**config.mk**
```make
export PLATFORM = sky130hd
export DESIGN_NAME = spiTop
export DESIGN_NICKNAME = d
export VERILOG_FILES = /design/src/hw/spi_pkg.sv /design/src/hw/spiRegs.sv /design/src/hw/spiFifo.sv /design/src/hw/spiClockGen.sv /design/src/hw/spiXfer.sv /design/src/hw/spiTop.sv
export VERILOG_INCLUDE_DIRS = /design/src /design/src/hw
export SDC_FILE = /design/constraint.sdc
export NUM_CORES = 1
export LEC_CHECK = 0
export BUFFER_PORTS_ARGS = -buffer_cell sky130_fd_sc_hd__buf_4
export CORE_ASPECT_RATIO = 1.75
export CORE_MARGIN = 3
export CORE_UTILIZATION = 50
export DETAILED_ROUTE_END_ITERATION = 10
export HOLD_SLACK_MARGIN = 0.05
export MAX_ROUTING_LAYER = met4
export PLACE_DENSITY = 0.71
export SYNTH_ARGS = -nofsm -noshare
export SYNTH_HDL_FRONTEND = slang
export SYNTH_SLANG_ARGS = --single-unit
```
**constraint.sdc**
```tcl
create_clock -name PCLK -period 2.8 [get_ports PCLK]
set_input_delay 0.28 -clock PCLK [delete_from_list [all_inputs] [get_ports PCLK]]
set_output_delay 0.28 -clock PCLK [all_outputs]
set_load 0.05 [all_outputs]
```
**src/hw/spi_params.svh**
```systemverilog
// SPI controller widths, FIFO sizing, register offsets and register reset values
`ifndef SPI_PARAMS_SVH
`define SPI_PARAMS_SVH

//////////////////////////////
// Widths and sizes
`define SPI_DATA_W      8       // Frame data width
`define SPI_BUS_W       32      // APB data width
`define SPI_FIFO_DEPTH  8       // Entries per FIFO
`define SPI_FIFO_AW     3       // FIFO pointer width
`define SPI_DIV_W       12      // SCLK divider width
`define SPI_CS_W        4       // Chip selects

//////////////////////////////
// Register offsets, word aligned
`define SPI_REG_SCKDIV  8'h00
`define SPI_REG_SCKMODE 8'h04
`define SPI_REG_CSID    8'h10
`define SPI_REG_CSDEF   8'h14
`define SPI_REG_CSMODE  8'h18
`define SPI_REG_FMT     8'h40
`define SPI_REG_TXDATA  8'h48
`define SPI_REG_RXDATA  8'h4C
`define SPI_REG_TXMARK  8'h50
`define SPI_REG_RXMARK  8'h54
`define SPI_REG_IE      8'h70
`define SPI_REG_IP      8'h74

// Reset values
`define SPI_RST_SCKDIV   3
`define SPI_RST_CSDEF    {`SPI_CS_W{1'b1}}  // All chip selects inactive high
`define SPI_RST_FRAMELEN 8

`endif

```
**src/hw/spi_pkg.sv**
```systemverilog
// Package with the transfer state and chip-select mode enums
`default_nettype none

package spi_pkg;

    // Transfer engine state, one half SCLK period per step
    typedef enum logic [1:0] {
        XferIdle,   // Nothing shifting
        XferLead,   // First half of a bit
        XferTrail,  // Second half of a bit
        XferGap     // Chip select released between frames
    } xferStateT;

    // Chip select mode, 1 and 2 act as auto
    typedef enum logic [1:0] {
        CsAuto = 2'd0,
        CsOff  = 2'd3
    } csModeT;

endpackage

`default_nettype wire

```
**src/hw/spiRegs.sv**
```systemverilog
// APB register file with readback, watermark interrupt and configuration interlock
`timescale 1ns/1ns
`default_nettype none
`include "spi_params.svh"

module spiRegs (
    input  logic                   PCLK,
    input  logic                   PRESETn,
    input  logic                   PSEL,
    input  logic                   PENABLE,
    input  logic                   PWRITE,
    input  logic [7:0]             PADDR,
    input  logic [`SPI_BUS_W-1:0]  PWDATA,
    input  logic                   txFull,
    input  logic                   txEmpty,
    input  logic [`SPI_FIFO_AW:0]  txCount,
    input  logic                   rxEmpty,
    input  logic [`SPI_FIFO_AW:0]  rxCount,
    input  logic [`SPI_DATA_W-1:0] rxHead,
    input  logic                   xferIdle,
    input  logic                   xferBusy,
    output logic                   PREADY,
    output logic [`SPI_BUS_W-1:0]  PRDATA,
    output logic                   SPIIntr,
    output logic [`SPI_DIV_W-1:0]  sckDiv,
    output logic [1:0]             sckMode,   // [1] polarity, [0] phase
    output logic [1:0]             csId,
    output logic [`SPI_CS_W-1:0]   csDef,
    output spi_pkg::csModeT        csMode,
    output logic [3:0]             frameLen,
    output logic                   txPush,
    output logic [`SPI_DATA_W-1:0] txData,
    output logic                   rxPop
);

    logic [7:0]              regAddr;     // Word aligned offset
    logic                    engineIdle;  // No frame shifting and none queued
    logic                    fifoReg;     // Data and status regs bypass the interlock
    logic                    accWrite;
    logic                    accRead;
    logic [3:0]              fmtLen;      // Frame length field of a FMT write
    logic [`SPI_FIFO_AW-1:0] txMark;
    logic [`SPI_FIFO_AW-1:0] rxMark;
    logic [1:0]              ie;
    logic [1:0]              ip;

    //////////////////////////////
    // APB decode and interlock
    assign regAddr    = {PADDR[7:2], 2'b00};
    assign engineIdle = xferIdle & txEmpty;
    assign fifoReg    = (regAddr == `SPI_REG_TXDATA) | (regAddr == `SPI_REG_RXDATA) |
                        (regAddr == `SPI_REG_IP);
    assign PREADY     = fifoReg | engineIdle;   // Config access waits for the transfer
    assign accWrite   = PSEL & PENABLE & PWRITE & PREADY;
    assign accRead    = PSEL & PENABLE & ~PWRITE & PREADY;

    // FIFO strobes, a write into a full FIFO is lost
    assign txPush  = accWrite & (regAddr == `SPI_REG_TXDATA) & ~txFull;
    assign txData  = PWDATA[`SPI_DATA_W-1:0];
    assign rxPop   = accRead & (regAddr == `SPI_REG_RXDATA) & ~rxEmpty;
    assign fmtLen  = PWDATA[19:16];
    assign SPIIntr = |(ip & ie);

    // Control registers and pending bits
    always_ff @(posedge PCLK) begin
        if (!PRESETn) begin
            sckDiv   <= `SPI_DIV_W'(`SPI_RST_SCKDIV);
            sckMode  <= '0;
            csId     <= '0;
            csDef    <= `SPI_RST_CSDEF;
            csMode   <= spi_pkg::CsAuto;
            frameLen <= 4'(`SPI_RST_FRAMELEN);
            txMark   <= '0;
            rxMark   <= '0;
            ie       <= '0;
            ip       <= '0;
        end else begin
            ip[0] <= txCount < {1'b0, txMark};  // Transmit side running low
            ip[1] <= rxCount > {1'b0, rxMark};  // Receive side has data waiting
            if (accWrite) begin
                case (regAddr)
                    `SPI_REG_SCKDIV:  sckDiv  <= PWDATA[`SPI_DIV_W-1:0];
                    `SPI_REG_SCKMODE: sckMode <= PWDATA[1:0];
                    `SPI_REG_CSID:    csId    <= PWDATA[1:0];
                    `SPI_REG_CSDEF:   csDef   <= PWDATA[`SPI_CS_W-1:0];
                    `SPI_REG_CSMODE:  csMode  <= spi_pkg::csModeT'(PWDATA[1:0]);
                    `SPI_REG_TXMARK:  txMark  <= PWDATA[`SPI_FIFO_AW-1:0];
                    `SPI_REG_RXMARK:  rxMark  <= PWDATA[`SPI_FIFO_AW-1:0];
                    `SPI_REG_IE:      ie      <= PWDATA[1:0];
                    `SPI_REG_FMT: begin
                        // Out of range lengths fall back to a full byte
                        if (fmtLen == 4'd0 || fmtLen > 4'(`SPI_DATA_W))
                            frameLen <= 4'(`SPI_DATA_W);
                        else
                            frameLen <= fmtLen;
                    end
                    default: ;
                endcase
            end
        end
    end

    //////////////////////////////
    // Readback, sampled from PADDR every cycle
    always_ff @(posedge PCLK) begin
        case (regAddr)
            `SPI_REG_SCKDIV:  PRDATA <= `SPI_BUS_W'(sckDiv);
            `SPI_REG_SCKMODE: PRDATA <= `SPI_BUS_W'(sckMode);
            `SPI_REG_CSID:    PRDATA <= `SPI_BUS_W'(csId);
            `SPI_REG_CSDEF:   PRDATA <= `SPI_BUS_W'(csDef);
            `SPI_REG_CSMODE:  PRDATA <= `SPI_BUS_W'(csMode);
            `SPI_REG_FMT:     PRDATA <= `SPI_BUS_W'({frameLen, 16'h0000});
            `SPI_REG_TXDATA:  PRDATA <= {txFull, {(`SPI_BUS_W-1){1'b0}}};
            `SPI_REG_RXDATA:  PRDATA <= {rxEmpty, ~xferBusy,
                                         {(`SPI_BUS_W-2-`SPI_DATA_W){1'b0}}, rxHead};
            `SPI_REG_TXMARK:  PRDATA <= `SPI_BUS_W'(txMark);
            `SPI_REG_RXMARK:  PRDATA <= `SPI_BUS_W'(rxMark);
            `SPI_REG_IE:      PRDATA <= `SPI_BUS_W'(ie);
            `SPI_REG_IP:      PRDATA <= `SPI_BUS_W'(ip);
            default:          PRDATA <= '0;   // Unmapped offsets read zero
        endcase
    end

endmodule

`default_nettype wire

```
**src/hw/spiFifo.sv**
```systemverilog
// Synchronous circular FIFO with occupancy count
`timescale 1ns/1ns
`default_nettype none
`include "spi_params.svh"

module spiFifo #(
    parameter int Depth = `SPI_FIFO_DEPTH,
    parameter int Width = `SPI_DATA_W
) (
    input  logic                       PCLK,
    input  logic                       PRESETn,
    input  logic                       push,
    input  logic [Width-1:0]           pushData,
    input  logic                       pop,
    output logic [Width-1:0]           popData,
    output logic                       full,
    output logic                       empty,
    output logic [$clog2(Depth+1)-1:0] count
);

    localparam int AW = (Depth > 1) ? $clog2(Depth) : 1;
    localparam int CW = $clog2(Depth + 1);

    logic [Width-1:0] mem [Depth];
    logic [AW-1:0]    wrPtr;
    logic [AW-1:0]    rdPtr;
    logic             doPush;   // Push that lands
    logic             doPop;    // Pop that lands

    assign full    = (count == CW'(Depth));
    assign empty   = (count == '0);
    assign doPush  = push & ~full;
    assign doPop   = pop & ~empty;
    assign popData = mem[rdPtr];    // Head entry, valid while not empty

    always_ff @(posedge PCLK) begin
        if (doPush)
            mem[wrPtr] <= pushData;
    end

    // Pointers wrap at Depth, so any depth works
    always_ff @(posedge PCLK) begin
        if (!PRESETn) begin
            wrPtr <= '0;
            rdPtr <= '0;
            count <= '0;
        end else begin
            if (doPush)
                wrPtr <= (wrPtr == AW'(Depth - 1)) ? '0 : wrPtr + 1'b1;
            if (doPop)
                rdPtr <= (rdPtr == AW'(Depth - 1)) ? '0 : rdPtr + 1'b1;
            count <= count + CW'(doPush) - CW'(doPop);
        end
    end

endmodule

`default_nettype wire

```
**src/hw/spiClockGen.sv**
```systemverilog
// SCLK half-period enable generator
`timescale 1ns/1ns
`default_nettype none
`include "spi_params.svh"

module spiClockGen (
    input  logic                  PCLK,
    input  logic                  PRESETn,
    input  logic [`SPI_DIV_W-1:0] sckDiv,
    output logic                  sclkTick    // One PCLK every sckDiv+1 cycles
);

    logic [`SPI_DIV_W-1:0] divCnt;

    // Compare with >= so a smaller divisor written mid-count restarts at once
    assign sclkTick = (divCnt >= sckDiv);

    always_ff @(posedge PCLK) begin
        if (!PRESETn)
            divCnt <= '0;
        else if (sclkTick)
            divCnt <= '0;
        else
            divCnt <= divCnt + 1'b1;
    end

endmodule

`default_nettype wire

```
**src/hw/spiXfer.sv**
```systemverilog
// Transfer FSM with shift registers, SPICLK and chip-select generation
`timescale 1ns/1ns
`default_nettype none
`include "spi_params.svh"

module spiXfer (
    input  logic                   PCLK,
    input  logic                   PRESETn,
    input  logic                   sclkTick,
    input  logic [1:0]             sckMode,   // [1] polarity, [0] phase
    input  logic [1:0]             csId,
    input  logic [`SPI_CS_W-1:0]   csDef,
    input  spi_pkg::csModeT        csMode,
    input  logic [3:0]             frameLen,
    input  logic                   txEmpty,
    input  logic [`SPI_DATA_W-1:0] txHead,
    input  logic                   SPIIn,
    output logic                   txPop,
    output logic                   rxPush,
    output logic [`SPI_DATA_W-1:0] rxByte,
    output logic                   xferIdle,
    output logic                   xferBusy,
    output logic                   SPIOut,
    output logic                   SPICLK,
    output logic [`SPI_CS_W-1:0]   SPICS
);

    spi_pkg::xferStateT     state;
    spi_pkg::xferStateT     nextState;
    logic [2:0]             bitCnt;     // Bit within the frame
    logic [`SPI_DATA_W-1:0] txShift;
    logic [`SPI_DATA_W-1:0] rxShift;
    logic                   lastBit;
    logic                   loadFrame;
    logic                   sampleBit;
    logic                   shiftBit;
    logic                   clkActive;  // SCLK away from its idle level
    logic [`SPI_CS_W-1:0]   csSel;

    //////////////////////////////
    // Step strobes, all on sclkTick
    assign lastBit   = ({1'b0, bitCnt} + 4'd1) == frameLen;
    assign loadFrame = sclkTick & ~txEmpty &
                       ((state == spi_pkg::XferIdle) | (state == spi_pkg::XferGap));
    assign sampleBit = sclkTick & (state == spi_pkg::XferLead);   // Lead to trail
    assign shiftBit  = sclkTick & (state == spi_pkg::XferTrail) & ~lastBit;
    assign rxPush    = sclkTick & (state == spi_pkg::XferTrail) & lastBit;
    assign txPop     = loadFrame;   // Head leaves the FIFO as it is loaded

    assign xferIdle = (state == spi_pkg::XferIdle) | (state == spi_pkg::XferGap);
    assign xferBusy = (state == spi_pkg::XferLead) | (state == spi_pkg::XferTrail);

    always_comb begin
        nextState = state;
        if (sclkTick) begin
            case (state)
                spi_pkg::XferIdle:
                    nextState = txEmpty ? spi_pkg::XferIdle : spi_pkg::XferLead;
                spi_pkg::XferLead:
                    nextState = spi_pkg::XferTrail;
                spi_pkg::XferTrail:
                    nextState = lastBit ? spi_pkg::XferGap : spi_pkg::XferLead;
                spi_pkg::XferGap:   // Back to back frames skip idle
                    nextState = txEmpty ? spi_pkg::XferIdle : spi_pkg::XferLead;
                default:
                    nextState = spi_pkg::XferIdle;
            endcase
        end
    end

    // Phase 1 drives SCLK active in lead, phase 0 in trail so data leads the edge
    assign clkActive = sckMode[0] ? (nextState == spi_pkg::XferLead) :
                                    (nextState == spi_pkg::XferTrail);

    always_ff @(posedge PCLK) begin
        if (!PRESETn) begin
            state   <= spi_pkg::XferIdle;
            bitCnt  <= '0;
            txShift <= '0;
            SPICLK  <= sckMode[1];
        end else begin
            state  <= nextState;
            SPICLK <= sckMode[1] ^ clkActive;
            if (loadFrame) begin
                bitCnt  <= '0;
                txShift <= txHead;
            end else if (shiftBit) begin
                bitCnt  <= bitCnt + 3'd1;
                txShift <= {txShift[`SPI_DATA_W-2:0], 1'b0};   // MSB first
            end
        end
    end

    //////////////////////////////
    // Receive, bits fill from the top so short frames leave low bits zero
    always_ff @(posedge PCLK) begin
        if (loadFrame)
            rxShift <= '0;
        else if (sampleBit)
            rxShift[3'(`SPI_DATA_W-1) - bitCnt] <= SPIIn;
    end

    assign rxByte = rxShift;
    assign SPIOut = txShift[`SPI_DATA_W-1];

    // Chip select, selected line inverted from its default while a frame runs
    assign csSel = `SPI_CS_W'(1) << csId;
    assign SPICS = (csMode == spi_pkg::CsOff || !xferBusy) ? csDef : (csDef ^ csSel);

endmodule

`default_nettype wire

```
**src/hw/spiTop.sv**
```systemverilog
// SPI controller top: register file, transmit and receive FIFOs, clock enable, transfer engine
`timescale 1ns/1ns
`default_nettype none
`include "spi_params.svh"

module spiTop (
    input  logic                  PCLK,
    input  logic                  PRESETn,
    input  logic                  PSEL,
    input  logic                  PENABLE,
    input  logic                  PWRITE,
    input  logic [7:0]            PADDR,
    input  logic [`SPI_BUS_W-1:0] PWDATA,
    output logic                  PREADY,
    output logic [`SPI_BUS_W-1:0] PRDATA,
    output logic                  SPIOut,
    input  logic                  SPIIn,
    output logic [`SPI_CS_W-1:0]  SPICS,
    output logic                  SPICLK,
    output logic                  SPIIntr
);

    // Configuration
    logic [`SPI_DIV_W-1:0]  sckDiv;
    logic [1:0]             sckMode;
    logic [1:0]             csId;
    logic [`SPI_CS_W-1:0]   csDef;
    spi_pkg::csModeT        csMode;
    logic [3:0]             frameLen;
    // Transmit FIFO
    logic                   txPush;
    logic                   txPop;
    logic [`SPI_DATA_W-1:0] txData;
    logic [`SPI_DATA_W-1:0] txHead;
    logic                   txFull;
    logic                   txEmpty;
    logic [`SPI_FIFO_AW:0]  txCount;
    // Receive FIFO
    logic                   rxPush;
    logic                   rxPop;
    logic [`SPI_DATA_W-1:0] rxByte;
    logic [`SPI_DATA_W-1:0] rxHead;
    logic                   rxEmpty;
    logic [`SPI_FIFO_AW:0]  rxCount;
    // Engine
    logic                   sclkTick;
    logic                   xferIdle;
    logic                   xferBusy;

    spiRegs regs (
        .PCLK, .PRESETn, .PSEL, .PENABLE, .PWRITE, .PADDR, .PWDATA,
        .txFull, .txEmpty, .txCount, .rxEmpty, .rxCount, .rxHead, .xferIdle, .xferBusy,
        .PREADY, .PRDATA, .SPIIntr, .sckDiv, .sckMode, .csId, .csDef, .csMode, .frameLen,
        .txPush, .txData, .rxPop
    );

    spiFifo #(.Depth(`SPI_FIFO_DEPTH), .Width(`SPI_DATA_W)) txFifo (
        .PCLK, .PRESETn,
        .push(txPush), .pushData(txData), .pop(txPop),
        .popData(txHead), .full(txFull), .empty(txEmpty), .count(txCount)
    );

    spiFifo #(.Depth(`SPI_FIFO_DEPTH), .Width(`SPI_DATA_W)) rxFifo (
        .PCLK, .PRESETn,
        .push(rxPush), .pushData(rxByte), .pop(rxPop),
        .popData(rxHead), .full(), .empty(rxEmpty), .count(rxCount)   // Full FIFO drops frames
    );

    spiClockGen clockGen (.PCLK, .PRESETn, .sckDiv, .sclkTick);

    spiXfer xfer (
        .PCLK, .PRESETn, .sclkTick, .sckMode, .csId, .csDef, .csMode, .frameLen,
        .txEmpty, .txHead, .SPIIn,
        .txPop, .rxPush, .rxByte, .xferIdle, .xferBusy, .SPIOut, .SPICLK, .SPICS
    );

endmodule

`default_nettype wire

```
==> flow_summary.ini <==
[clocking]
postCtsSetupBuffers = 0
cts_buffers = 24
cts.reportedPaths.clkPinSlew_ns = 0.06
cts.sink_count = 242
clk_path_buf_depth = 3
clock_tree.htree_level_count = 1
cts_tree = built
cts_root_buf = clkbuf_16
worstSkewPairLatency_ns = 0.51

[logic_synthesis]
async_reset_ff_share_pct = 0
synth.ff_latch_count = 242
post_synth_fa_ha_maj_area_fraction_pct = 5.20
synth_area_um2 = 10600
synth_compound_area_share_pct = 7.59
post_synth_and_or_nand_nor_area_fraction_pct = 12.8
synth_flop_cell = edfxtp_1
seq_area_frac_synth_pct = 57.6
syn_area_per_cell_um2 = 12.5
syn-instance-count = 848
number_of_enable_type_register_cells_in_the_synthesized_netlist = 128
synth-warning-count = 0
synth_xor_xnor_area_share_pct = 1.98
synth_top_family_by_area = simple AND/OR/NAND/NOR gates
synth_cell_type_count = 69
synth_mux_area_share_pct = 10.9

[min_path]
timing.hold.worst_endpoint = regs.frameLen[2]
hold_path.startpoint = PWDATA[18]
min-delay-path-class = in -> reg
holdPathStages = 3

[die]
design.die.area_um2 = 23100
start_util_pct = 50.8
fp.dieW_um = 116
fp.coreArea_um2 = 20900
chipHeight_um = 199
top_level_ports = 86
fp-row-count = 70

[global_route]
grt_remaining_overflow = 0
grt_util_all_layers_pct = 19.5
antenna_found_initial = 0
grt_start_max_net_pins = 51
first_global_vias = 6622
grt_first_pass_wirelength_um = 34000

[setup_path]
worstSetupPathType = reg -> reg
timing.reg2reg.setup_slack_ns = 0.11
critical_path.max_fanout = 4
r2r_start = regs.sckDiv[7]
crit_required_ns = 3.20
element_type_at_the_critical_path_end = flip-flop
r2r_cells = 13
cp-start-kind = flip-flop
r2r-end = txFifo.count[2]
worstPathArrival_ns = 3.09

[detailed_routing]
wl_um = 21800
drt_iter0_drc = 346
drc = 0
routed_wire_length_per_instance_um = 18.0
vias = 6567
detail_route.vias_per_cell = 5.42
detail_route_antenna_nets = 0
first_pass_drt_iterations = 5

[cells_and_area]
num-fill-cells = 1682
seqCellArea_um2 = 6130
utilization_pct = 59.2
multi_input_area_um2 = 4180
area_overhead_vs_synth_pct = 16.5
antenna_cells = 0
layout.nets = 1030
layout-drive-gt1-share_pct = 20.2

[placed_design]
hpwl_reported_at_the_end_of_detailed_placement_um = 15600
numPortBuffers = 53
gp_congestion = 0.810

[timing]
final.setup_skew_ns = 0.0113
fmax_ghz = 0.372
fin_crit_ns = 2.69
max_slew.worst_pin.slew_ns = 0.741
timing.final.max_slew_violations = 0
maxSlewHeadroom_pct = 50.6
hold_viol = 0
setup-tns-final_ns = 0
final.period_utilization_pct = 96.1
finalSetupViolCount = 0

[flow_run]
drv.max_cap_violation_count = 0

[power]
leakage_nw = 4.48
vdd.ir_drop.worst_mv = 0.435
power_density_nw_per_um2 = 688

[run_status]
outcome = finished, final reports clean
[power breakdown]
part / switching, mW / internal [mW] / total (mW) / leakage [nW]
logic: 0.638 / 0.452 / 1.09 / 2.01
clock network: 1.31 / 1.96 / 3.28 / 0.403
registers: 0.184 / 3.98 / 4.16 / 2.08
total: 2.14 / 6.39 / 8.53 / 4.48
[layout by cell type (no fill, tap or decap), types with 4 or more instances in the layout]
cell type	Yosys	routed
nor3_1	11	10
o22ai_1	4	4
conb_1	1	14
xnor2_1	7	7
nor3b_1	8	8
o211ai_1	4	4
o21ai_1	3	4
o21ai_0	27	26
and3_1	9	9
nand2b_1	7	7
a21o_1	4	4
inv_1	37	37
dlygate4sd3_1	0	10
dfxtp_1	114	114
nor2b_1	26	26
nor2_1	63	63
clkbuf_1	22	4
a21boi_1	28	28
a211o_1	7	7
mux4_2	32	32
edfxtp_1	128	128
and2_1	16	16
clkbuf_16	0	25
ha_1	41	41
nand2_1	65	64
nand3_1	14	14
mux2i_1	43	43
xor2_1	17	17
buf_4	16	94
nand3b_1	9	9
clkinv_2	0	7
a21oi_1	15	13
[routing by layer]
layer / up-vias / track usage, % / share of wire [%]
met2: 99 / 38.7 / 60
li1: 3204 / - / -
met1: 3230 / 19.5 / 36
met5: - / - / 0
met3: 34 / 2.37 / 2.8
met4: 0 / 4.99 / 1.8
[synthesized netlist by cell type (11+ instances only)]
master / number / share of area, %
o21ai_0: 27 / 1.3
nand3_1: 14 / 0.66
inv_1: 37 / 1.3
edfxtp_1: 128 / 36
nand2_1: 65 / 2.3
dfxtp_1: 114 / 21
nor3_1: 11 / 0.52
ha_1: 41 / 4.8
mux2i_1: 43 / 4.0
buf_4: 16 / 1.1
nor2_1: 63 / 2.2
mux4_2: 32 / 6.8
xor2_1: 17 / 1.4
nor2b_1: 26 / 1.5
a21oi_1: 15 / 0.71
a21boi_1: 28 / 2.0
clkbuf_1: 22 / 0.78
and2_1: 16 / 0.94
[worst max path at each step]
stage,start,depth (start not counted),slack [ns],end
after global routing,regs.sckDiv[7],13,-0.004,txFifo.count[2]
final,regs.sckDiv[7],13,0.11,txFifo.count[2]
after detailed placement,regs.sckDiv[11],12,0.02,rxFifo.count[2]
after CTS,regs.sckDiv[11],12,0.01,rxFifo.count[2]
after floorplan,xfer.bitCnt[0],8,0.02,rxFifo.mem[2][0]
after global placement,regs.sckDiv[11],12,0.06,rxFifo.count[2]
[what timing repair did]
action                                 in CTS  in global routing
gates resized for setup                     0                  7
endpoints found under the hold margin      45                  0
hold buffers                               10                  0
setup endpoints to repair                   0                  6
[critical path, cell delays in order, from the launching register on]
cell     delay [ns]
dfxtp_1        0.34
inv_1          0.07
ha_1           0.32
nand2_1        0.09
nor3_2         0.21
a21oi_2        0.08
o21a_2         0.25
buf_4          0.15
o21ai_1        0.12
nand2_1        0.07
ha_1           0.20
fa_1           0.38
xor2_1         0.17
and2_1         0.15
[area by class of cell]
cell class              count  area share [%]
clock buffers              31            5.39
clock inverters            13            1.17
inverters                  40            1.21
multi-input cells         529            33.7
flip-flops and latches    242            49.4
well taps                 252            2.54
repair buffers            104            6.50
[metrics by stage]
step	area (um^2)	power (mW)	std cells	hold slack [ns]	setup WS [ns]
finish	12400	8.53	1211	0.0665	0.110
detailed placement	11500	5.31	1157	0.447	0.0227
global route	12400	8.87	1211	0.0550	-0.00387
CTS	12400	8.60	1211	0.0537	0.0107
global placement	11500	5.28	1157	0.442	0.0615
floorplan	10700	4.92	861	0.379	0.0172
[sequential cells by signal (all words and copies together) (netlist names), 2 cells and up, named ones only]
name             cells
rxFifo.mem          64
regs.sckDiv         12
regs.PRDATA         18
regs.ie              2
regs.csMode          2
regs.ip              2
regs.csId            2
clockGen.divCnt     12
regs.frameLen        4
regs.csDef           4
regs.rxMark          3
rxFifo.count         4
xfer.rxByte          8
txFifo.mem          64
txFifo.rdPtr         3
xfer.state           2
xfer.bitCnt          3
txFifo.wrPtr         3
xfer.txShift         8
rxFifo.rdPtr         3
regs.txMark          3
regs.sckMode         2
txFifo.count         4
rxFifo.wrPtr         3
[logic make-up after synthesis]
family	after synthesis
buffers and inverters	90
other	1
DFF	242
muxes	76
adders and majority gates	43
AOI/OAI and AO/OA	118
and+or+nand+nor	254
xor gates and xnor gates	24
Note: power is estimated with default switching activity, not from simulation.
